--- src/include/core_config.svh ---
////////////////////////////////////////////////////////////
// core configuration
// bus widths, reset pc, interrupt vectors, register count
////////////////////////////////////////////////////////////
`ifndef CORE_CONFIG_SVH
`define CORE_CONFIG_SVH

// word-addressed bus
`define ADDR_W 20
`define DATA_W 16

// first fetch address out of reset
`define RESET_PC 20'h00000

// fixed handler entry points
`define INTR_VEC 20'h00040
`define NMI_VEC  20'h00080

// general purpose registers
`define NREGS 4

`endif
--- src/design/core_pkg.sv ---
////////////////////////////////////////////////////////////
// core package
// opcode, sequencer state and alu operation types
////////////////////////////////////////////////////////////
`default_nettype none

package core_pkg;

  // instruction word bits 15:12
  typedef enum logic [3:0] {
    op_nop  = 4'h0,
    op_ldi  = 4'h1,
    op_add  = 4'h2,
    op_sub  = 4'h3,
    op_ld   = 4'h4,
    op_st   = 4'h5,
    op_jz   = 4'h6,
    op_hlt  = 4'h7,
    // imm bit 0 picks sti (1) or cli (0)
    op_stci = 4'h8,
    op_iret = 4'h9
  } opcode_t;

  typedef enum logic [1:0] {
    fetch_st = 2'd0,
    exec_st  = 2'd1,
    halt_st  = 2'd2
  } seq_state_t;

  typedef enum logic [1:0] {
    pass_b = 2'd0,
    add    = 2'd1,
    sub    = 2'd2,
    none   = 2'd3
  } alu_op_t;

endpackage

`default_nettype wire

--- src/design/core_top.sv ---
////////////////////////////////////////////////////////////
// core top level
// ties fetch, decode, execute and interrupt control
// together and muxes the bus address
////////////////////////////////////////////////////////////
`default_nettype none
`include "core_config.svh"

module core_top
  import core_pkg::*;
(
  input  logic               clk,
  input  logic               rst,
  input  logic               intr_i,
  output logic               inta_o,
  input  logic               nmi_i,
  output logic               nmia_o,
  output logic [`ADDR_W-1:0] cpu_adr_o,
  input  logic [`DATA_W-1:0] cpu_dat_i,
  output logic [`DATA_W-1:0] cpu_dat_o,
  output logic               cpu_we_o,
  input  logic               cpu_block_i,
  output logic [`ADDR_W-1:0] pc_o
);

  logic [`DATA_W-1:0]        instr;
  seq_state_t                state;
  logic [`ADDR_W-1:0]        pc;
  logic [`ADDR_W-1:0]        redirect_pc;
  logic [`ADDR_W-1:0]        mem_adr;
  alu_op_t                   alu_op;
  logic [$clog2(`NREGS)-1:0] dst;
  logic [$clog2(`NREGS)-1:0] src;
  logic                      reg_we;
  logic                      mem_rd;
  logic                      mem_wr;
  logic                      set_if;
  logic                      clr_if;
  logic                      redirect;
  logic                      hlt_exec;
  logic                      inta;
  logic                      nmia;
  logic                      zf;
  logic                      ifl;
  logic                      nmir;
  logic                      block_all;

  core_fetch fetch (
    .clk           (clk),
    .rst           (rst),
    .cpu_dat_i     (cpu_dat_i),
    .block_i       (block_all),
    .redirect_i    (redirect),
    .redirect_pc_i (redirect_pc),
    .halt_i        (hlt_exec),
    .instr_o       (instr),
    .pc_o          (pc),
    .state_o       (state)
  );

  core_decode decode (
    .clk           (clk),
    .rst           (rst),
    .instr_i       (instr),
    .state_i       (state),
    .pc_i          (pc),
    .zf_i          (zf),
    .ifl_i         (ifl),
    .intr_i        (intr_i),
    .nmir_i        (nmir),
    .alu_op_o      (alu_op),
    .dst_o         (dst),
    .src_o         (src),
    .reg_we_o      (reg_we),
    .mem_rd_o      (mem_rd),
    .mem_wr_o      (mem_wr),
    .set_if_o      (set_if),
    .clr_if_o      (clr_if),
    .redirect_o    (redirect),
    .redirect_pc_o (redirect_pc),
    .hlt_exec_o    (hlt_exec),
    .inta_o        (inta),
    .nmia_o        (nmia)
  );

  core_exec exec (
    .clk       (clk),
    .rst       (rst),
    .state_i   (state),
    .block_i   (block_all),
    .alu_op_i  (alu_op),
    .dst_i     (dst),
    .src_i     (src),
    .imm_i     (instr[7:0]),
    .reg_we_i  (reg_we),
    .mem_rd_i  (mem_rd),
    .mem_wr_i  (mem_wr),
    .set_if_i  (set_if),
    .clr_if_i  (clr_if),
    .cpu_dat_i (cpu_dat_i),
    .mem_adr_o (mem_adr),
    .cpu_dat_o (cpu_dat_o),
    .cpu_we_o  (cpu_we_o),
    .zf_o      (zf),
    .ifl_o     (ifl)
  );

  core_irq_ctrl irq_ctrl (
    .clk         (clk),
    .rst         (rst),
    .nmi_i       (nmi_i),
    .nmia_i      (nmia_o),
    .intr_i      (intr_i),
    .ifl_i       (ifl),
    .hlt_exec_i  (hlt_exec),
    .cpu_block_i (cpu_block_i),
    .nmir_o      (nmir),
    .block_all_o (block_all)
  );

  // data address only during ld/st execute cycles
  assign cpu_adr_o = (mem_rd || mem_wr) ? mem_adr : pc;

  // acknowledges pulse on the completing cycle only
  assign inta_o = inta && !block_all;
  assign nmia_o = nmia && !block_all;
  assign pc_o   = pc;

endmodule

`default_nettype wire

--- src/design/core_irq_ctrl.sv ---
////////////////////////////////////////////////////////////
// interrupt and halt control
// nmi edge request latch, halt latch and combined block
////////////////////////////////////////////////////////////
`default_nettype none
`include "core_config.svh"

module core_irq_ctrl
  import core_pkg::*;
(
  input  logic clk,
  input  logic rst,
  input  logic nmi_i,
  input  logic nmia_i,
  input  logic intr_i,
  input  logic ifl_i,
  input  logic hlt_exec_i,
  input  logic cpu_block_i,
  output logic nmir_o,
  output logic block_all_o
);

  logic nmi_q;
  logic nmia_q;
  logic nmir;
  logic halt_q;
  logic wake;

  assign wake = (intr_i && ifl_i) || nmir;

  // request held until the acknowledge has been seen
  always_ff @(posedge clk or negedge rst)
  begin
    if (!rst)
    begin
      nmi_q  <= 1'b0;
      nmia_q <= 1'b0;
      nmir   <= 1'b0;
    end
    else
    begin
      nmi_q  <= nmi_i;
      nmia_q <= nmia_i;
      if (nmi_i && !nmi_q)
        nmir <= 1'b1;
      else if (nmia_q)
        nmir <= 1'b0;
    end
  end

  // set when hlt completes, dropped by a wake source
  always_ff @(posedge clk or negedge rst)
  begin
    if (!rst)
      halt_q <= 1'b0;
    else if (hlt_exec_i && !cpu_block_i)
      halt_q <= 1'b1;
    else if (wake)
      halt_q <= 1'b0;
  end

  assign nmir_o      = nmir;
  assign block_all_o = cpu_block_i || halt_q;

endmodule

`default_nettype wire

--- src/design/core_exec.sv ---
////////////////////////////////////////////////////////////
// execute unit
// register file, alu, zero and interrupt-enable flags,
// data bus address and write strobe
////////////////////////////////////////////////////////////
`default_nettype none
`include "core_config.svh"

module core_exec
  import core_pkg::*;
(
  input  logic                      clk,
  input  logic                      rst,
  input  seq_state_t                state_i,
  input  logic                      block_i,
  input  alu_op_t                   alu_op_i,
  input  logic [$clog2(`NREGS)-1:0] dst_i,
  input  logic [$clog2(`NREGS)-1:0] src_i,
  input  logic [7:0]                imm_i,
  input  logic                      reg_we_i,
  input  logic                      mem_rd_i,
  input  logic                      mem_wr_i,
  input  logic                      set_if_i,
  input  logic                      clr_if_i,
  input  logic [`DATA_W-1:0]        cpu_dat_i,
  output logic [`ADDR_W-1:0]        mem_adr_o,
  output logic [`DATA_W-1:0]        cpu_dat_o,
  output logic                      cpu_we_o,
  output logic                      zf_o,
  output logic                      ifl_o
);

  logic [`DATA_W-1:0] regs [`NREGS];
  logic [`DATA_W-1:0] op_a;
  logic [`DATA_W-1:0] op_b;
  logic [`DATA_W-1:0] alu_res;
  logic [`DATA_W-1:0] wr_data;
  logic               complete;
  logic               zf;
  logic               ifl;

  assign op_a = regs[dst_i];
  // ldi brings its operand from the immediate field
  assign op_b = (alu_op_i == pass_b) ? {{(`DATA_W-8){1'b0}}, imm_i} : regs[src_i];

  always_comb
  begin
    case (alu_op_i)
      pass_b:  alu_res = op_b;
      add:     alu_res = op_a + op_b;
      sub:     alu_res = op_a - op_b;
      default: alu_res = op_a;
    endcase
  end

  assign wr_data = mem_rd_i ? cpu_dat_i : alu_res;

  // execute and halt cycles end on the first unblocked edge
  assign complete = (state_i != fetch_st) && !block_i;

  always_ff @(posedge clk)
  begin
    if (complete && reg_we_i)
      regs[dst_i] <= wr_data;
  end

  always_ff @(posedge clk or negedge rst)
  begin
    if (!rst)
    begin
      zf  <= 1'b0;
      ifl <= 1'b0;
    end
    else if (complete)
    begin
      // only ldi, add and sub touch the zero flag
      if (alu_op_i != none)
        zf <= (alu_res == '0);
      // acceptance clears, even alongside sti
      if (clr_if_i)
        ifl <= 1'b0;
      else if (set_if_i)
        ifl <= 1'b1;
    end
  end

  // ld and st address through the source register
  assign mem_adr_o = {{(`ADDR_W-`DATA_W){1'b0}}, regs[src_i]};
  assign cpu_dat_o = op_a;
  assign cpu_we_o  = mem_wr_i;
  assign zf_o      = zf;
  assign ifl_o     = ifl;

endmodule

`default_nettype wire

--- src/design/core_decode.sv ---
////////////////////////////////////////////////////////////
// instruction decoder
// execute controls, branch targets, interrupt acceptance
// and the shadow return pc
////////////////////////////////////////////////////////////
`default_nettype none
`include "core_config.svh"

module core_decode
  import core_pkg::*;
(
  input  logic                       clk,
  input  logic                       rst,
  input  logic [`DATA_W-1:0]         instr_i,
  input  seq_state_t                 state_i,
  input  logic [`ADDR_W-1:0]         pc_i,
  input  logic                       zf_i,
  input  logic                       ifl_i,
  input  logic                       intr_i,
  input  logic                       nmir_i,
  output alu_op_t                    alu_op_o,
  output logic [$clog2(`NREGS)-1:0]  dst_o,
  output logic [$clog2(`NREGS)-1:0]  src_o,
  output logic                       reg_we_o,
  output logic                       mem_rd_o,
  output logic                       mem_wr_o,
  output logic                       set_if_o,
  output logic                       clr_if_o,
  output logic                       redirect_o,
  output logic [`ADDR_W-1:0]         redirect_pc_o,
  output logic                       hlt_exec_o,
  output logic                       inta_o,
  output logic                       nmia_o
);

  opcode_t            op;
  logic               in_exec;
  logic               at_boundary;
  logic               is_jz;
  logic               is_hlt;
  logic               is_stci;
  logic               is_iret;
  logic               jz_take;
  logic               nmi_take;
  logic               irq_take;
  logic [`ADDR_W-1:0] imm_pc;
  logic [`ADDR_W-1:0] return_pc;
  logic [`ADDR_W-1:0] shadow_pc;

  assign op     = opcode_t'(instr_i[15:12]);
  assign dst_o  = instr_i[11:10];
  assign src_o  = instr_i[9:8];
  assign imm_pc = {{(`ADDR_W-8){1'b0}}, instr_i[7:0]};

  assign in_exec = (state_i == exec_st);
  // a halted core also sits at an instruction boundary
  assign at_boundary = in_exec || (state_i == halt_st);

  always_comb
  begin
    alu_op_o = none;
    reg_we_o = 1'b0;
    mem_rd_o = 1'b0;
    mem_wr_o = 1'b0;
    is_jz    = 1'b0;
    is_hlt   = 1'b0;
    is_stci  = 1'b0;
    is_iret  = 1'b0;
    if (in_exec)
    begin
      case (op)
        op_ldi:
        begin
          alu_op_o = pass_b;
          reg_we_o = 1'b1;
        end
        op_add:
        begin
          alu_op_o = add;
          reg_we_o = 1'b1;
        end
        op_sub:
        begin
          alu_op_o = sub;
          reg_we_o = 1'b1;
        end
        op_ld:
        begin
          mem_rd_o = 1'b1;
          reg_we_o = 1'b1;
        end
        op_st:   mem_wr_o = 1'b1;
        op_jz:   is_jz    = 1'b1;
        op_hlt:  is_hlt   = 1'b1;
        op_stci: is_stci  = 1'b1;
        op_iret: is_iret  = 1'b1;
        default: alu_op_o = none;
      endcase
    end
  end

  // nmi wins over the maskable line
  assign nmi_take = at_boundary && nmir_i;
  assign irq_take = at_boundary && intr_i && ifl_i && !nmir_i;
  assign jz_take  = is_jz && zf_i;

  // where the program goes if nothing is accepted
  always_comb
  begin
    if (is_iret)
      return_pc = shadow_pc;
    else if (jz_take)
      return_pc = imm_pc;
    else if (in_exec)
      return_pc = pc_i + `ADDR_W'(1);
    else
      return_pc = pc_i;
  end

  always_comb
  begin
    redirect_o = 1'b1;
    if (nmi_take)
      redirect_pc_o = `NMI_VEC;
    else if (irq_take)
      redirect_pc_o = `INTR_VEC;
    else
    begin
      redirect_pc_o = return_pc;
      redirect_o    = is_iret || jz_take;
    end
  end

  always_ff @(posedge clk or negedge rst)
  begin
    if (!rst)
      shadow_pc <= `RESET_PC;
    else if (nmi_take || irq_take)
      shadow_pc <= return_pc;
  end

  assign set_if_o   = (is_stci && instr_i[0]) || is_iret;
  assign clr_if_o   = (is_stci && !instr_i[0]) || nmi_take || irq_take;
  // an accepted interrupt cancels the halt
  assign hlt_exec_o = is_hlt && !nmi_take && !irq_take;
  assign inta_o     = irq_take;
  assign nmia_o     = nmi_take;

endmodule

`default_nettype wire

--- src/design/core_fetch.sv ---
////////////////////////////////////////////////////////////
// fetch sequencer
// holds the pc, latches the instruction word and steps
// through fetch, execute and halt
////////////////////////////////////////////////////////////
`default_nettype none
`include "core_config.svh"

module core_fetch
  import core_pkg::*;
(
  input  logic               clk,
  input  logic               rst,
  input  logic [`DATA_W-1:0] cpu_dat_i,
  input  logic               block_i,
  input  logic               redirect_i,
  input  logic [`ADDR_W-1:0] redirect_pc_i,
  input  logic               halt_i,
  output logic [`DATA_W-1:0] instr_o,
  output logic [`ADDR_W-1:0] pc_o,
  output seq_state_t         state_o
);

  seq_state_t         state;
  logic [`ADDR_W-1:0] pc;
  logic [`ADDR_W-1:0] next_pc;
  logic [`DATA_W-1:0] instr;

  // pc taken at the end of an execute or halt cycle
  always_comb
  begin
    if (redirect_i)
      next_pc = redirect_pc_i;
    else if (state == exec_st)
      next_pc = pc + `ADDR_W'(1);
    else
      next_pc = pc;
  end

  always_ff @(posedge clk or negedge rst)
  begin
    if (!rst)
    begin
      state <= fetch_st;
      pc    <= `RESET_PC;
    end
    else if (!block_i)
    begin
      case (state)
        fetch_st:
          state <= exec_st;
        exec_st:
        begin
          state <= halt_i ? halt_st : fetch_st;
          pc    <= next_pc;
        end
        default:
        begin
          // block released, resume or enter a handler
          state <= fetch_st;
          pc    <= next_pc;
        end
      endcase
    end
  end

  // instruction word, captured on the completing fetch cycle
  always_ff @(posedge clk)
  begin
    if (state == fetch_st && !block_i)
      instr <= cpu_dat_i;
  end

  assign instr_o = instr;
  assign pc_o    = pc;
  assign state_o = state;

endmodule

`default_nettype wire

--- config.mk ---
export PLATFORM = sky130hd
export DESIGN_NAME = core_top
export DESIGN_NICKNAME = d
export VERILOG_FILES = /design/src/design/core_pkg.sv /design/src/design/core_top.sv /design/src/design/core_irq_ctrl.sv /design/src/design/core_exec.sv /design/src/design/core_decode.sv /design/src/design/core_fetch.sv
export VERILOG_INCLUDE_DIRS = /design/src /design/src/include
export SDC_FILE = /design/constraint.sdc
export NUM_CORES = 1
export LEC_CHECK = 0
export ABC_AREA = 1
export BUFFER_PORTS_ARGS = -buffer_cell sky130_fd_sc_hd__buf_2
export CORE_MARGIN = 5
export CORE_UTILIZATION = 40
export CTS_BUF_LIST = sky130_fd_sc_hd__clkbuf_8 sky130_fd_sc_hd__clkbuf_16
export CTS_CLUSTER_SIZE = 24
export DETAILED_ROUTE_END_ITERATION = 8
export SYNTH_ARGS = -nofsm -noshare
export SYNTH_HDL_FRONTEND = slang
export SYNTH_SLANG_ARGS = --single-unit
export TNS_END_PERCENT = 50
--- constraint.sdc ---
create_clock -name clk -period 4.05 [get_ports clk]
set_clock_uncertainty 0.15 [all_clocks]
set_input_delay 0.81 -clock clk [delete_from_list [all_inputs] [get_ports clk]]
set_output_delay 0.81 -clock clk [all_outputs]
set_load 0.02 [all_outputs]
======== Yosys cells after proc, flatten, opt, wreduce, memory -nomap -nowiden ========
Memories as Yosys holds them, arrays and structs flattened. A register that Yosys moved wholly into a read port is not among the register bits.
Cells that the tools add are included.
operators by class
  $add $sub $neg .......................... 3
  equal/unequal tests ..................... 14
  mux-type cells .......................... 40
  bitwise logic cells ..................... 2
  reduce and logical (&&, ||, !) cells .... 44
operators with widths
  cell                     count
  $mux W20                 7
  $pmux W16 S3             1
  $mux W16                 2
  $mux W1                  24
  $add A20 B1 Y20 const B  1
  $logic_and A1 B1 Y1      17
  $add A16 B16 Y16         1
  $eq A4 B3 Y1 const B     4
  $logic_not A16 Y1        1
  $sub A16 B16 Y16         1
  $logic_or A1 B1 Y1       9
  $eq A4 B2 Y1 const B     2
  $eq A4 B4 Y1 const B     2
  $mux W2                  4
  $reduce_bool A2 Y1       4
  $logic_not A1 Y1         7
  $pmux W2 S3              1
  $reduce_and A2 Y1        3
  $eq A2 B1 Y1 const B     2
  $eq A2 B2 Y1 const B     2
  $eq A4 B1 Y1 const B     1
  $logic_not A2 Y1         2
  $pmux W2 S2              1
  $reduce_or A4 Y1         1
  2 further kinds          3
word-level totals
  flip-flop bits (word level) ............. 64
  memory bits (writable) .................. 64
  bits of input ports ..................... 21
  output and inout bits ................... 59
  word-level logic and storage cells ...... 114
  memories kept ........................... 1
memories
  memory     depth  width  rd ports  clocked after memory_dff  wr ports  RTL line         source
  exec.regs  4      16     2         2                         1         core_exec.sv:33  logic [`DATA_W-1:0] regs [`NREGS];

======== Logic depth before layout (Yosys ltp) ========
Gate-level depths: netlist (run 1).
  depth after elaboration ................. 9
  depth in mapped cells ................... 29
  gate-level depth less buffers ........... 28

======== Cells and area by module ========
From an unflattened synthesis (run 1), not the netlist that was laid out.
second synthesis, totals
  cells, all modules ...................... 1,367
  area total of the unflattened synthesis .. 9,635.5 sq um
modules (own cells, without submodules)
  module         times used  cells each  area an instance (sq um)  sequential area each (sq um)
  core_exec      1           685         5,059.9                   1,971.9
  core_decode    1           343         2,060.7                   500.5
  core_fetch     1           254         2,058.2                   1,031.0
  core_top       1           71          314.1                     0.0
  core_irq_ctrl  1           14          142.6                     100.1

======== Worst setup path after synthesis (run 1) ========
No wires, ideal clock.
  kind .................................... flip-flop to flip-flop
  start point ............................. register fetch.state[1], in the netlist fetch.state_o[1]
  end point ............................... memory exec.regs[0][14] in the netlist's numbering (data pin)
  library setup time ...................... 0.291 ns
  arrival ................................. 3.737 ns
  data required time ...................... 3.609 ns
  slack ................................... -0.128 ns
  cell stages (with the launch flop) ...... 27
  buffers on the path ..................... 2
  period minus slack after synthesis ...... 4.178 ns
  path through ............................ dfrtp_1 -> inv_1 -> ha_1 -> buf_2 -> nand2_1 -> nor2_1 -> ha_1 -> inv_1 -> buf_1 -> nand3_1 -> nand2_1 -> nor3_4 -> nand3_1 -> nor2_1 -> a21oi_1 -> xnor2_1 -> inv_1 -> ha_1 -> inv_1 -> o21bai_1 -> a21oi_1 -> inv_1 -> nand2_1 -> nand4_1 -> or2_2 -> a22oi_1 -> o21ai_0
on the way
  word-level cells in the longest chain between the ends .. 7
  elaborated cells between the ends (all ways) .. 11
  classes of those cells .................. add/sub (2); eq/ne (3); mux (5); reduce/logical (1)
ends and longest elaborated chain
  what                                                         RTL line                          source
  start: declaration                                           core_fetch.sv:24                  seq_state_t state;
  start signal: assignment                                     core_fetch.sv:44                  state <= fetch_st;
  start signal: assignment                                     core_fetch.sv:51                  state <= exec_st;
  start signal: assignment                                     core_fetch.sv:54                  state <= halt_i ? halt_st : fetch_st;
  $eq A2 B1 Y1 (*)                                             core_decode.sv:55                 assign in_exec = (state_i == exec_st);
  $mux W2                                                      core_decode.sv:69                 if (in_exec)
  $logic_not A2 Y1                                             core_exec.sv:44, core_exec.sv:48
  $mux W16                                                     core_exec.sv:44                   assign op_b = (alu_op_i == pass_b) ? {{(`DATA_W-8){1'b0}}, imm_i} : regs[src_i];
  $sub A16 B16 Y16 / $add A16 B16 Y16 (equally long branches)  core_exec.sv:51, core_exec.sv:50
  $pmux W16 S3                                                 core_exec.sv:48                   case (alu_op_i)
  $mux W16 (*)                                                 core_exec.sv:56                   assign wr_data = mem_rd_i ? cpu_dat_i : alu_res;
  via exec.wr_data[14]                                         core_exec.sv:37                   logic [`DATA_W-1:0] wr_data;
  end: declaration                                             core_exec.sv:33
The timed path passes the listed nets; every way through them passes the cells marked *.

======== Worst setup path in the final report (run 1) ========
  start point ............................. register fetch.instr[15], in the netlist fetch.instr_o[15]
  end point ............................... memory exec.regs[2][7] in the netlist's numbering (data pin)
on the way
  word-level cells in the longest chain between the ends .. 8
  elaborated cells between the ends (all ways) .. 16
  classes of those cells .................. add/sub (2); eq/ne (6); mux (7); reduce/logical (1)
ends and longest elaborated chain
  what                                                         RTL line                          source
  start: declaration                                           core_fetch.sv:27                  logic [`DATA_W-1:0] instr;
  start signal: assignment                                     core_fetch.sv:71                  instr <= cpu_dat_i;
  $eq A4 B2 Y1 / $eq A4 B1 Y1 (equally long branches)          core_decode.sv:71                 case (op)
  $pmux W2 S3                                                  core_decode.sv:71
  $mux W2                                                      core_decode.sv:69
  $logic_not A2 Y1                                             core_exec.sv:44, core_exec.sv:48
  $mux W16                                                     core_exec.sv:44
  $sub A16 B16 Y16 / $add A16 B16 Y16 (equally long branches)  core_exec.sv:51, core_exec.sv:50
  $pmux W16 S3                                                 core_exec.sv:48
  $mux W16 (*)                                                 core_exec.sv:56
  via exec.wr_data[7]                                          core_exec.sv:37
Marked as above.

==> results.md, run 1 <==
- Drt wl/cell: about 18 um
- Detailed Route WL: 27,700 um
- Total track usage: ~23%
- Crit Path Class: flop to flop
- Worst-path clk slew: roughly 0.060 ns
- Largest net degree at the start of global routing: 38
- Final Max Slew Viols: 0
- LEAKAGE: between 0.004 and 0.005 uW
- Syn Area/Cell: 7.63 um^2
- Initial antenna violation count: 2
- Final Core Density: a little over half
- Final setup fails: 0
- CTS tree: built
- GPL Wtd Cong: between 0.9 and 1
- Yosys warnings: 0
- Clock latency on the worst-skew pair: about 0.42 ns
- Mapped Area: between 8000 and 9000 um^2
- Status: complete, no violations
- Area Growth Syn to Fin: 30.7%
- Relative slew slack: 57.3%
- Vias after detailed routing: roughly 8,200
- Most frequent cells in the layout: 282 x nand2_1, 128 x inv_1, 108 x buf_4, 105 x o21ai_0, 80 x edfxtp_1
- Crit path launch type: flop
- Worst-path maximum fanout: 7
- Endpoints failing hold: 0
- First-pass GRT wire length: approximately 43,000 um
- Detail-routed via count per cell: approximately 5.3
- Cell Rows: 52
- # diodes: 0
- CTS buffer count: 17
- Worst setup margin: ~0.065 ns
- Commonest non-fill, non-tap cell in the layout: nand2_1
- RSZ-0062 raised after global routing: yes
- Drt pass-1 iters: 7
- Synth Instances: 1,088
- Post-Synthesis Net Count: roughly 1,100
- Fillers: approximately 2,000
- M1 wire length: approximately 12,000 um
- Horiz. Die Dim: ~150 um
- Iter 0 DRT Violations: around 730
- Grt ovf: 0
- Worst Hold Class: primary input to async pin
- Share of cells above drive strength 1: 26.4%
- Met3 wire length: 2340 um
- Dpl hpwl: approximately 21,000 um
- Asr flop ratio synth: a little over a third
- Bufs on Longest Clock Path: 2
- Arr. time, crit path: between 3 and 4 ns
- CP Capture Type: flop
- Die area: 23,700 um^2
- Max cap viols: 0
- CTS Sinks: between 100 and 150
- Port Buffers: 79
- H-tree levels: 4
- # IOs: 80
- Die Span Y: ~150 um
- Synth cell types: 45
- Core box area: 20,300 um^2
- Pre-CTS WS: -0.274 ns
- Post-synthesis sequential area ratio: 44.4%
- Nets: ~1,300
- DR WL met2: approximately 13,000 um
- Highest clock rate: 251 MHz
- Vias in the first global route: around 7,900
- Post-synthesis register bit count: around 130
- EDFF count, synth: 80
- Worst VDD drop: 0.360 mV
- Hold-fix buffers, CTS: 0
- Max Used Layer: met5
- Initial core utilization: 40.9%
- Worst Max-Slew Pin Slew: 0.640 ns
- Post-route ant nets: 0
- Pwr per Cell Area: approximately 570 nW/um^2
- CTS Root Cell: clkbuf_16
- Synth Flop Type: edfxtp_1
- Tcrit/Tclk final: a little over nine tenths
- Final min period: approximately 4.0 ns
- DRC viols: 0
- CP Data Required Time: between 4 and 5 ns
flip-flops by register name (all words and copies together), names as in the netlist, named ones only:
signal,count
exec.zf_o,1
exec.regs,64
irq_ctrl.nmi_q,1
fetch.state_o,2
irq_ctrl.nmia_q,1
fetch.pc_o,20
exec.ifl_o,1
fetch.instr_o,16
irq_ctrl.nmir_o,1
decode.shadow_pc,20
irq_ctrl.halt_q,1
routing by layer:
layer | global-route usage (%) | up-vias
met5 | 0 | -
met4 | 4.96 | 4
met3 | 5.20 | 45
met2 | 37.5 | 365
met1 | 32.1 | 3865
li1 | - | 3966
cells by family (layout without fill, tap and decap cells):
| group | count (synthesis) | count (layout) | share of synthesized area [%] |
|---|---|---|---|
| DFF | 132 | 132 | 44.4 |
| buffers and inverters | 178 | 364 | 8.66 |
| adders and majority gates | 25 | 25 | 3.86 |
| and+or+nand+nor | 516 | 516 | 26.3 |
| AOI/OAI and AO/OA | 210 | 210 | 13.9 |
| xor gates and xnor gates | 27 | 27 | 2.85 |
worst max-delay path: stages, from the launching register on:
cell and delay (ns):
edfxtp_1 0.38, nor2_1 0.11, inv_1 0.07, nor2_2 0.14, nand3_2 0.09, inv_2 0.08
ha_4 0.18, inv_8 0.06, nand3_4 0.09, nand2_4 0.09, nor2_4 0.12, nand2_2 0.10
o31ai_4 0.25, xor2_1 0.18, ha_1 0.29, a21oi_2 0.18, buf_4 0.13, inv_1 0.03
nor2_1 0.09, nand2_1 0.08, a21oi_1 0.12, o21ai_0 0.12, nand2_1 0.07, inv_1 0.05
o21ai_0 0.45
synthesized netlist by cell type (3+ instances only):
| cell | count | area (um^2) |
|---|---|---|
| a21oi_1 | 42 | 210 |
| a22oi_1 | 5 | 37.5 |
| a31oi_1 | 11 | 68.8 |
| buf_1 | 4 | 15.0 |
| buf_2 | 10 | 50.1 |
| buf_4 | 4 | 30.0 |
| buf_6 | 3 | 33.8 |
| clkbuf_1 | 19 | 71.3 |
| dfrtp_1 | 48 | 1200 |
| dfxtp_1 | 4 | 80.1 |
| edfxtp_1 | 80 | 2400 |
| ha_1 | 24 | 300 |
| inv_1 | 134 | 503 |
| inv_2 | 3 | 11.3 |
| nand2_1 | 298 | 1120 |
| nand2_2 | 5 | 31.3 |
| nand3_1 | 84 | 420 |
| nand3b_1 | 4 | 30.0 |
| nand4_1 | 16 | 100 |
| nor2_1 | 89 | 334 |
| nor2_2 | 5 | 31.3 |
| nor3_1 | 5 | 25.0 |
| o21ai_0 | 113 | 566 |
| o21ai_1 | 6 | 30.0 |
| o22ai_1 | 18 | 113 |
| o41ai_1 | 6 | 52.6 |
| xnor2_1 | 8 | 70.1 |
| xor2_1 | 19 | 166 |
stage by stage:
step                std cells  power [uW]  hold WS (ns)  instance area (um^2)  setup TNS (ns)
global route             1544        6540         0.226                 10800           -2.52
CTS                      1536        5920         0.200                 10400               0
finish                   1544        6160         0.201                 10800               0
floorplan                1088        3270         0.249                  8310               0
detailed placement       1492        4230         0.273                  9570           -3.56
global placement         1492        4220         0.257                  9570          -0.706
worst paths after layout:
check / start / end / slack, ns / depth (start not counted)
setup / recovery: fetch.instr_o[15] / exec.regs[2][7] / 0.07 / 24
hold / removal: rst / fetch.pc_o[15] / 0.20 / 1
setup reg to reg: fetch.instr_o[15] / exec.regs[2][7] / 0.07 / 24
hold reg to reg: irq_ctrl.nmia_q / irq_ctrl.nmir_o / 0.28 / 1
max in group asynchronous: rst / fetch.pc_o[5] / 2.78 / 2
min in group clk: irq_ctrl.nmia_q / irq_ctrl.nmir_o / 0.28 / 1
where the power goes:
part / leakage (uW) / internal, uW / switching (uW)
clock network: 0.000289 / 972 / 617
registers: 0.00140 / 1640 / 144
logic: 0.00329 / 1060 / 1720
repair_timing:
item,CTS,global route
buffers inserted,13,8
resized for setup,47,81
pin swaps,27,40
setup endpoints to repair,33,41
final cells by class:
class                           count  area [um^2]  share of cell area, %
Clock buffer                       17          425                   3.92
Clock inverter                     15          180                   1.66
Inverter                          138          526                   4.85
Multi-Input combinational cell    778         4390                   40.5
Sequential cell                   132         3680                   34.0
Tap cell                          270          338                   3.12
Timing Repair Buffer              194         1290                   11.9
No activity file was read; power rests on OpenSTA's default activity.
==> run 2, diff against run 1 <==
- SETUP_SLACK_MARGIN: unset -> 0.3
==> run 2 against run 1 <==
Clock power is 8% lower. Routed wire length down 0.72%. Die area did not move. Clock-buffer cell count unchanged. Largest cell class unchanged. Critical path type unchanged.
==> results.md, run 2 (synthesized netlist as in run 1, its figures left out) <==
- Clock power share: 24.9% (was 25.8%)
- Die Span Y: 154 um (unchanged)
- R2r startpoint: fetch.instr_o[12] (was fetch.instr_o[15])
- Final Max Slew Viols: 0 (unchanged)
- LEAKAGE: 0.00470 uW (was 0.00498 uW)
- Bufs on Longest Clock Path: 2 (unchanged)
- Final min period: 3.91 ns (was 3.98 ns)
- Crit path launch type: flop (unchanged)
- Buf/Inv on CP: 5 (was 6)
- CTS Sinks: 132 (unchanged)
- Total track usage: 22.6% (was 23.2%)
- Biggest register: exec.regs (unchanged)
- Max cap viols: 0 (unchanged)
- Commonest non-fill, non-tap cell in the layout: nand2_1 (unchanged)
- Final instance area: 10,300 um^2 (was 10,800 um^2)
- Tcrit/Tclk final: 96.5% (was 98.4%)
- First-pass GRT wire length: 41,800 um (was 43,300 um)
- Drt wl/cell: 18.4 um (was 17.9 um)
- CTS Root Cell: clkbuf_16 (unchanged)
- # IOs: 80 (unchanged)
- Post-route ant nets: 0 (unchanged)
- Worst-path clk slew: 0.06 ns (about the same)
- Endpoints failing hold: 0 (unchanged)
- Worst hold start: irq_ctrl.nmia_q
- Iter 0 DRT Violations: 649 (was 728)
- Die area: 23,700 um^2 (unchanged)
- Placed Area: 9200 um^2 (was 9570 um^2)
- Grt ovf: 0 (unchanged)
- Drt pass-1 iters: 6 (was 7)
- Worst Max-Slew Pin Slew: 0.962 ns (was 0.640 ns)
- Vias after detailed routing: 8,046 (was 8,245)
- Clock latency on the worst-skew pair: 0.43 ns (was 0.42 ns)
- TNS Setup: 0 ns (unchanged)
- R2r setup slk: 0.14 ns (was 0.07 ns)
- GPL Wtd Cong: 0.919 (was 0.925)
- Detail-routed via count per cell: 5.38 (was 5.34)
- Cell Rows: 52 (unchanged)
- Relative slew slack: 35.8% (was 57.3%)
- Worst Hold Class: flop to flop (was primary input to async pin)
- Final Core Density: 51.0% (was 53.4%)
- Reg2reg end: exec.regs[0][15] (was exec.regs[2][7])
- CTS tree: built (unchanged)
- Detailed Route WL: 27,500 um (was 27,700 um)
- Final hold slack: 0.284 ns (was 0.201 ns)
- CP top delay family: simple AND/OR/NAND/NOR gates (was compound AO/OA/AOI/OAI gates)
- Dpl hpwl: 20,200 um (was 20,600 um)
- H-tree levels: 4 (unchanged)
- Pwr per Cell Area: 568 nW/um^2 (about the same)
- CP Data Required Time: 4.15 ns (was 4.04 ns)
- Worst Reg-to-Reg Cells: 24 (unchanged)
- Worst-path maximum fanout: 8 (was 7)
- Core box area: 20,300 um^2 (unchanged)
- Most frequent cells in the layout: 280 x nand2_1, 125 x inv_1, 101 x o21ai_0, 80 x edfxtp_1, 78 x buf_2 (was 282 x nand2_1, 128 x inv_1, 108 x buf_4, 105 x o21ai_0, 80 x edfxtp_1)
- CP Capture Type: flop (unchanged)
- Initial core utilization: 40.9% (unchanged)
- Nets: 1,257 (was 1,307)
- Vias in the first global route: 7,605 (was 7,925)
- Area Growth Syn to Fin: 24.7% (was 30.7%)
- Sw frac: 42.1% (was 40.3%)
- Largest net degree at the start of global routing: 38 (unchanged)
- Share of cells above drive strength 1: 22.9% (was 26.4%)
- Initial antenna violation count: 0 (was 2)
- CP max stage delay: 0.45 ns (about the same)
- Flop pwr share: 30.5% (was 29.0%)
- Crit-path slowest cell: edfxtp_1 (was o21ai_0)
- CTS buffer count: 17 (unchanged)
- Min-Delay Endpoint: irq_ctrl.nmir_o
- Int Pwr: 3400 uW (was 3680 uW)
- Final setup fails: 0 (unchanged)
- Max reg flops: 64 (unchanged)
- Most frequent cell on the critical path: nand3_2 (was inv_1)
- DRC viols: 0 (unchanged)
- RSZ-0062 raised after global routing: yes (unchanged)
- Sw power: 2470 uW (was 2480 uW)
- Highest clock rate: 256 MHz (was 251 MHz)
- CP cell instances: nor2_2, nor2_2, nand3_2, inv_2, ha_4, buf_6, nand2_2, nand2_4, nor3_4, nand3_2, nor2_4, a21oi_2, xnor2_2, inv_2, ha_4, buf_4, nand2_1, inv_1, a31oi_1, nand2_2, a21boi_2, nand3b_1, nand3_2, a31oi_4 (was nor2_1, inv_1, nor2_2, nand3_2, inv_2, ha_4, inv_8, nand3_4, nand2_4, nor2_4, nand2_2, o31ai_4, xor2_1, ha_1, a21oi_2, buf_4, inv_1, nor2_1, nand2_1, a21oi_1, o21ai_0, nand2_1, inv_1, o21ai_0)
- Total chip power: 5880 uW (was 6160 uW)
- Status: complete, no violations (unchanged)
- Horiz. Die Dim: 154 um (unchanged)
- Hold Crit Depth: 1
- Port Buffers: 79 (unchanged)
- Logic pwr share: 44.6% (was 45.2%)
- Crit Path Class: flop to flop (unchanged)
- Arr. time, crit path: 4.00 ns (was 3.98 ns)
- Worst VDD drop: 0.252 mV (was 0.360 mV)
## run 2: cell types whose count changed in the layout (fill, tap and decap cells not counted), sizes merged
cell | before | now
inv | 143 | 144
clkinv | 3 | 7
diode | 0 | 1
clkinvlp | 4 | 1
buf | 194 | 144
bufinv | 3 | 1
## run 2: what timing repair did
| item | in CTS | in global routing |
|---|---|---|
| pin swaps | 38 | 39 |
| buffers inserted | 21 | 5 |
| hold endpoints to repair | 0 | 0 |
| hold buffers | 0 | 0 |
| endpoints found under the setup margin | 43 | 59 |
| cloned | 0 | 0 |
| resized for setup | 59 | 46 |
## run 2: metal layers
layer / up-vias / global-route usage [%] / wire (um) / part of all wire (%)
met5: - / 0 / 0 / 0
met3: 36 / 5.14 / 2370 / 8.6
met4: 0 / 5.93 / 437 / 1.6
met1: 3791 / 30.1 / 11600 / 42
li1: 3863 / - / - / -
met2: 356 / 37.3 / 13100 / 47
## run 2: metrics by stage
stage	setup slack, ns	std cells
after global placement	-0.0682	1436
final	0.143	1495
after detailed placement	-0.131	1436
after floorplan	0.302	1088
after CTS	0.224	1489
after global routing	-0.108	1494
## run 2: worst max-delay path by stage
stage,start,endpoint,slack [ns],cells after the start
after floorplan,fetch.state_o[1],exec.regs[0][14],0.30,26
after global placement,fetch.instr_o[12],exec.regs[2][11],-0.07,26
after detailed placement,fetch.instr_o[15],exec.regs[3][11],-0.13,27
after CTS,fetch.instr_o[14],exec.regs[3][14],0.22,23
after global routing,fetch.instr_o[12],exec.zf_o,-0.11,27
final,fetch.instr_o[12],exec.regs[0][15],0.14,24
## run 2: cell type report
cell class / instances / area, um^2
Sequential cell: 132 / 3680
Tap cell: 270 / 338
Timing Repair Buffer: 144 / 897
Clock buffer: 17 / 425
Inverter: 138 / 528
Clock inverter: 15 / 129
Multi-Input combinational cell: 778 / 4340
Fill cell: 1997 / 9950
Antenna cell: 1 / 2.50
## run 2: power groups by stage
stage	Sequential, uW	Combinational, uW	Clock (uW)
after floorplan	1830	1460	0
after global placement	1820	2190	0
after detailed placement	1820	2210	0
after CTS	1790	2440	1480
after global routing	1810	2870	1550
final	1790	2620	1460
## run 2: worst reg2reg max path, cell delays in order, from the launching register on
cell      delay [ns]
edfxtp_1        0.45
nor2_2          0.17
nor2_2          0.07
nand3_2         0.08
inv_2           0.05
ha_4            0.18
buf_6           0.14
nand2_2         0.07
nand2_4         0.07
nor3_4          0.21
nand3_2         0.13
nor2_4          0.16
a21oi_2         0.09
xnor2_2         0.21
inv_2           0.09
ha_4            0.24
buf_4           0.13
nand2_1         0.06
inv_1           0.06
a31oi_1         0.19
nand2_2         0.11
a21boi_2        0.18
nand3b_1        0.13
nand3_2         0.10
a31oi_4         0.20
==> run 3, diff against run 2 <==
- clock period: 4.05 -> 4.7 ns (I/O delays scaled with it)
==> run 3 against run 2 <==
Sequential cell count did not move. Total power fell by 16%. Largest power group unchanged. Sequential power fell by 14%. Highest routed layer unchanged. Clock-buffer cell count did not move. Routed wire length decreased by 1.5%. Largest cell class unchanged.
==> results.md, run 3 (synthesized netlist as in run 1, its figures left out) <==
- Sw power: 2020 uW (was 2470 uW)
- Endpoints failing hold: 0 (unchanged)
- Area Growth Syn to Fin: 20.4% (was 24.7%)
- H-tree levels: 4 (unchanged)
- Max reg flops: 64 (unchanged)
- Worst hold start: fetch.instr_o[8] (was irq_ctrl.nmia_q)
- Dpl hpwl: 19,900 um (was 20,200 um)
- CP Data Required Time: 4.71 ns (was 4.15 ns)
- Relative slew slack: 33.0% (was 35.8%)
- Final Max Slew Viols: 0 (unchanged)
- Worst Hold Class: flop to flop (unchanged)
- RSZ-0062 raised after global routing: no (was yes)
- Hold Crit Depth: 2 (was 1)
- Cell Rows: 52 (unchanged)
- Total track usage: 22.2% (was 22.6%)
- Post-route ant nets: 0 (unchanged)
- Clock power share: 27.2% (was 24.9%)
- Worst-path maximum fanout: 12 (was 8)
- CTS buffer count: 17 (unchanged)
- Final hold slack: 0.298 ns (was 0.284 ns)
- Fillers: 2,022 (was 1,997)
- Final min period: 4.14 ns (was 3.91 ns)
- Detail-routed via count per cell: 5.40 (was 5.38)
- GPL Wtd Cong: 0.966 (was 0.919)
- Highest clock rate: 242 MHz (was 256 MHz)
- Max cap viols: 0 (unchanged)
- First-pass GRT wire length: 40,800 um (was 41,800 um)
- Initial core utilization: 40.9% (unchanged)
- Vias after detailed routing: 7,917 (was 8,046)
- Hold-fix buffers, CTS: 0 (unchanged)
- Flop pwr share: 31.4% (was 30.5%)
- CP Capture Type: flop (unchanged)
- Logic pwr share: 41.4% (was 44.6%)
- CTS Sinks: 132 (unchanged)
- Crit Path Class: flop to flop (unchanged)
- Reg2reg end: exec.regs[3][12] (was exec.regs[0][15])
- Drt wl/cell: 18.5 um (was 18.4 um)
- Nets: 1,230 (was 1,257)
- # IOs: 80 (unchanged)
- TNS Setup: 0 ns (unchanged)
- Int Pwr: 2900 uW (was 3400 uW)
- Final Core Density: 49.2% (was 51.0%)
- Drt pass-1 iters: 5 (was 6)
- Worst Max-Slew Pin Slew: 1.00 ns (was 0.962 ns)
- Horiz. Die Dim: 154 um (unchanged)
- R2r setup slk: 0.56 ns (was 0.14 ns)
- Tcrit/Tclk final: 88.0% (was 96.5%)
- CTS Root Cell: clkbuf_16 (unchanged)
- Final setup fails: 0 (unchanged)
- Detailed Route WL: 27,100 um (was 27,500 um)
- Port Buffers: 79 (unchanged)
- Arr. time, crit path: 4.15 ns (was 4.00 ns)
- Vias in the first global route: 7,301 (was 7,605)
- Commonest non-fill, non-tap cell in the layout: nand2_1 (unchanged)
- Crit path launch type: flop (unchanged)
- Worst Reg-to-Reg Cells: 24 (unchanged)
- Pwr per Cell Area: 493 nW/um^2 (was 568 nW/um^2)
- R2r startpoint: fetch.instr_o[14] (was fetch.instr_o[12])
- Clock latency on the worst-skew pair: 0.43 ns (about the same)
- DRC viols: 0 (unchanged)
- Worst VDD drop: 0.285 mV (was 0.252 mV)
- Biggest register: exec.regs (unchanged)
- Largest net degree at the start of global routing: 38 (unchanged)
- Most frequent cells in the layout: 289 x nand2_1, 134 x inv_1, 106 x o21ai_0, 80 x edfxtp_1, 79 x buf_2 (was 280 x nand2_1, 125 x inv_1, 101 x o21ai_0, 80 x edfxtp_1, 78 x buf_2)
- Worst-path clk slew: 0.06 ns (about the same)
- Die Span Y: 154 um (unchanged)
- CTS tree: built (unchanged)
- Initial antenna violation count: 0 (unchanged)
- Grt ovf: 0 (unchanged)
- Share of cells above drive strength 1: 18.5% (was 22.9%)
- Iter 0 DRT Violations: 681 (was 649)
- Core box area: 20,300 um^2 (unchanged)
- Bufs on Longest Clock Path: 2 (unchanged)
- Die area: 23,700 um^2 (unchanged)
- LEAKAGE: 0.00456 uW (was 0.00470 uW)
- Sw frac: 41.0% (was 42.1%)
- # diodes: 0 (was 1)
- Status: complete, no violations (unchanged)
==> run 3: cell types whose count changed in the layout (fill, tap and decap cells not counted), sizes merged <==
| cell | delta |
|---|---|
| buf | -27 |
| clkinvlp | +1 |
| diode | -1 |
| bufinv | +2 |
| inv | -3 |
==> run 3: layer usage <==
| metal | wire length [um] | GRT usage (%) | vias to the layer above |
|---|---|---|---|
| li1 | - | - | 3809 |
| met1 | 11600 | 30.0 | 3720 |
| met2 | 12700 | 35.5 | 335 |
| met3 | 2130 | 4.47 | 53 |
| met4 | 721 | 8.37 | 0 |
| met5 | 0 | 0 | - |
==> run 3: worst max path at each step <==
stage	end	slack [ns]	from
after global placement	exec.regs[0][13]	0.40	fetch.state_o[1]
after floorplan	exec.regs[0][14]	0.52	fetch.state_o[1]
after CTS	exec.regs[2][13]	0.30	fetch.state_o[1]
after detailed placement	exec.regs[0][13]	0.32	fetch.state_o[1]
final	exec.regs[3][12]	0.56	fetch.instr_o[14]
after global routing	exec.zf_o	0.27	fetch.instr_o[14]
==> run 3: through the flow <==
stage                     cell area, um^2  cells  total power (uW)  setup slack [ns]
after floorplan                      8300   1088              2810             0.522
after global placement               9020   1422              3390             0.401
after detailed placement             9020   1422              3390             0.324
after CTS                            9610   1454              4740             0.300
after global routing                 9990   1467              5210             0.269
final                                9990   1467              4920             0.562
==> run 3: layout make-up <==
cell class / instances / area (um^2) / share of cell area [%]
Sequential cell: 132 / 3680 / 36.9
Clock inverter: 15 / 169 / 1.69
Multi-Input combinational cell: 778 / 4180 / 41.8
Timing Repair Buffer: 117 / 684 / 6.85
Inverter: 138 / 518 / 5.18
Clock buffer: 17 / 425 / 4.26
Tap cell: 270 / 338 / 3.38
==> run 3: timing repair <==
action / CTS / global route
setup endpoints to repair: 0 / 33
buffers inserted: 0 / 13
resized for setup: 0 / 75
endpoints found under the hold margin: 0 / 0
==> run 3: critical path: stages (launching register included) <==
cell and delay [ns]:
edfxtp_1 0.40, nor2_1 0.12, inv_1 0.08, nor2_2 0.17, nand3_2 0.12, inv_1 0.07, ha_2 0.18, inv_2 0.06
buf_6 0.14, nand3_2 0.09, nand2_4 0.07, nor2_2 0.09, nand2_2 0.09, o31ai_4 0.24, xor2_1 0.18, ha_1 0.32
nand2_2 0.15, inv_1 0.06, a21oi_2 0.16, inv_1 0.05, nand2_1 0.06, nand4_1 0.12, a21oi_1 0.19, o21ai_2 0.09
a31oi_1 0.40
==> run 3: power groups by stage <==
stage / sequential [uW] / clock [uW] / combinational, uW
3_3_place_gp: 1560 / 0 / 1830
3_5_place_dp: 1560 / 0 / 1830
4_1_cts: 1540 / 1360 / 1840
2_1_floorplan: 1570 / 0 / 1240
6_report: 1540 / 1340 / 2040
5_1_grt: 1560 / 1410 / 2240
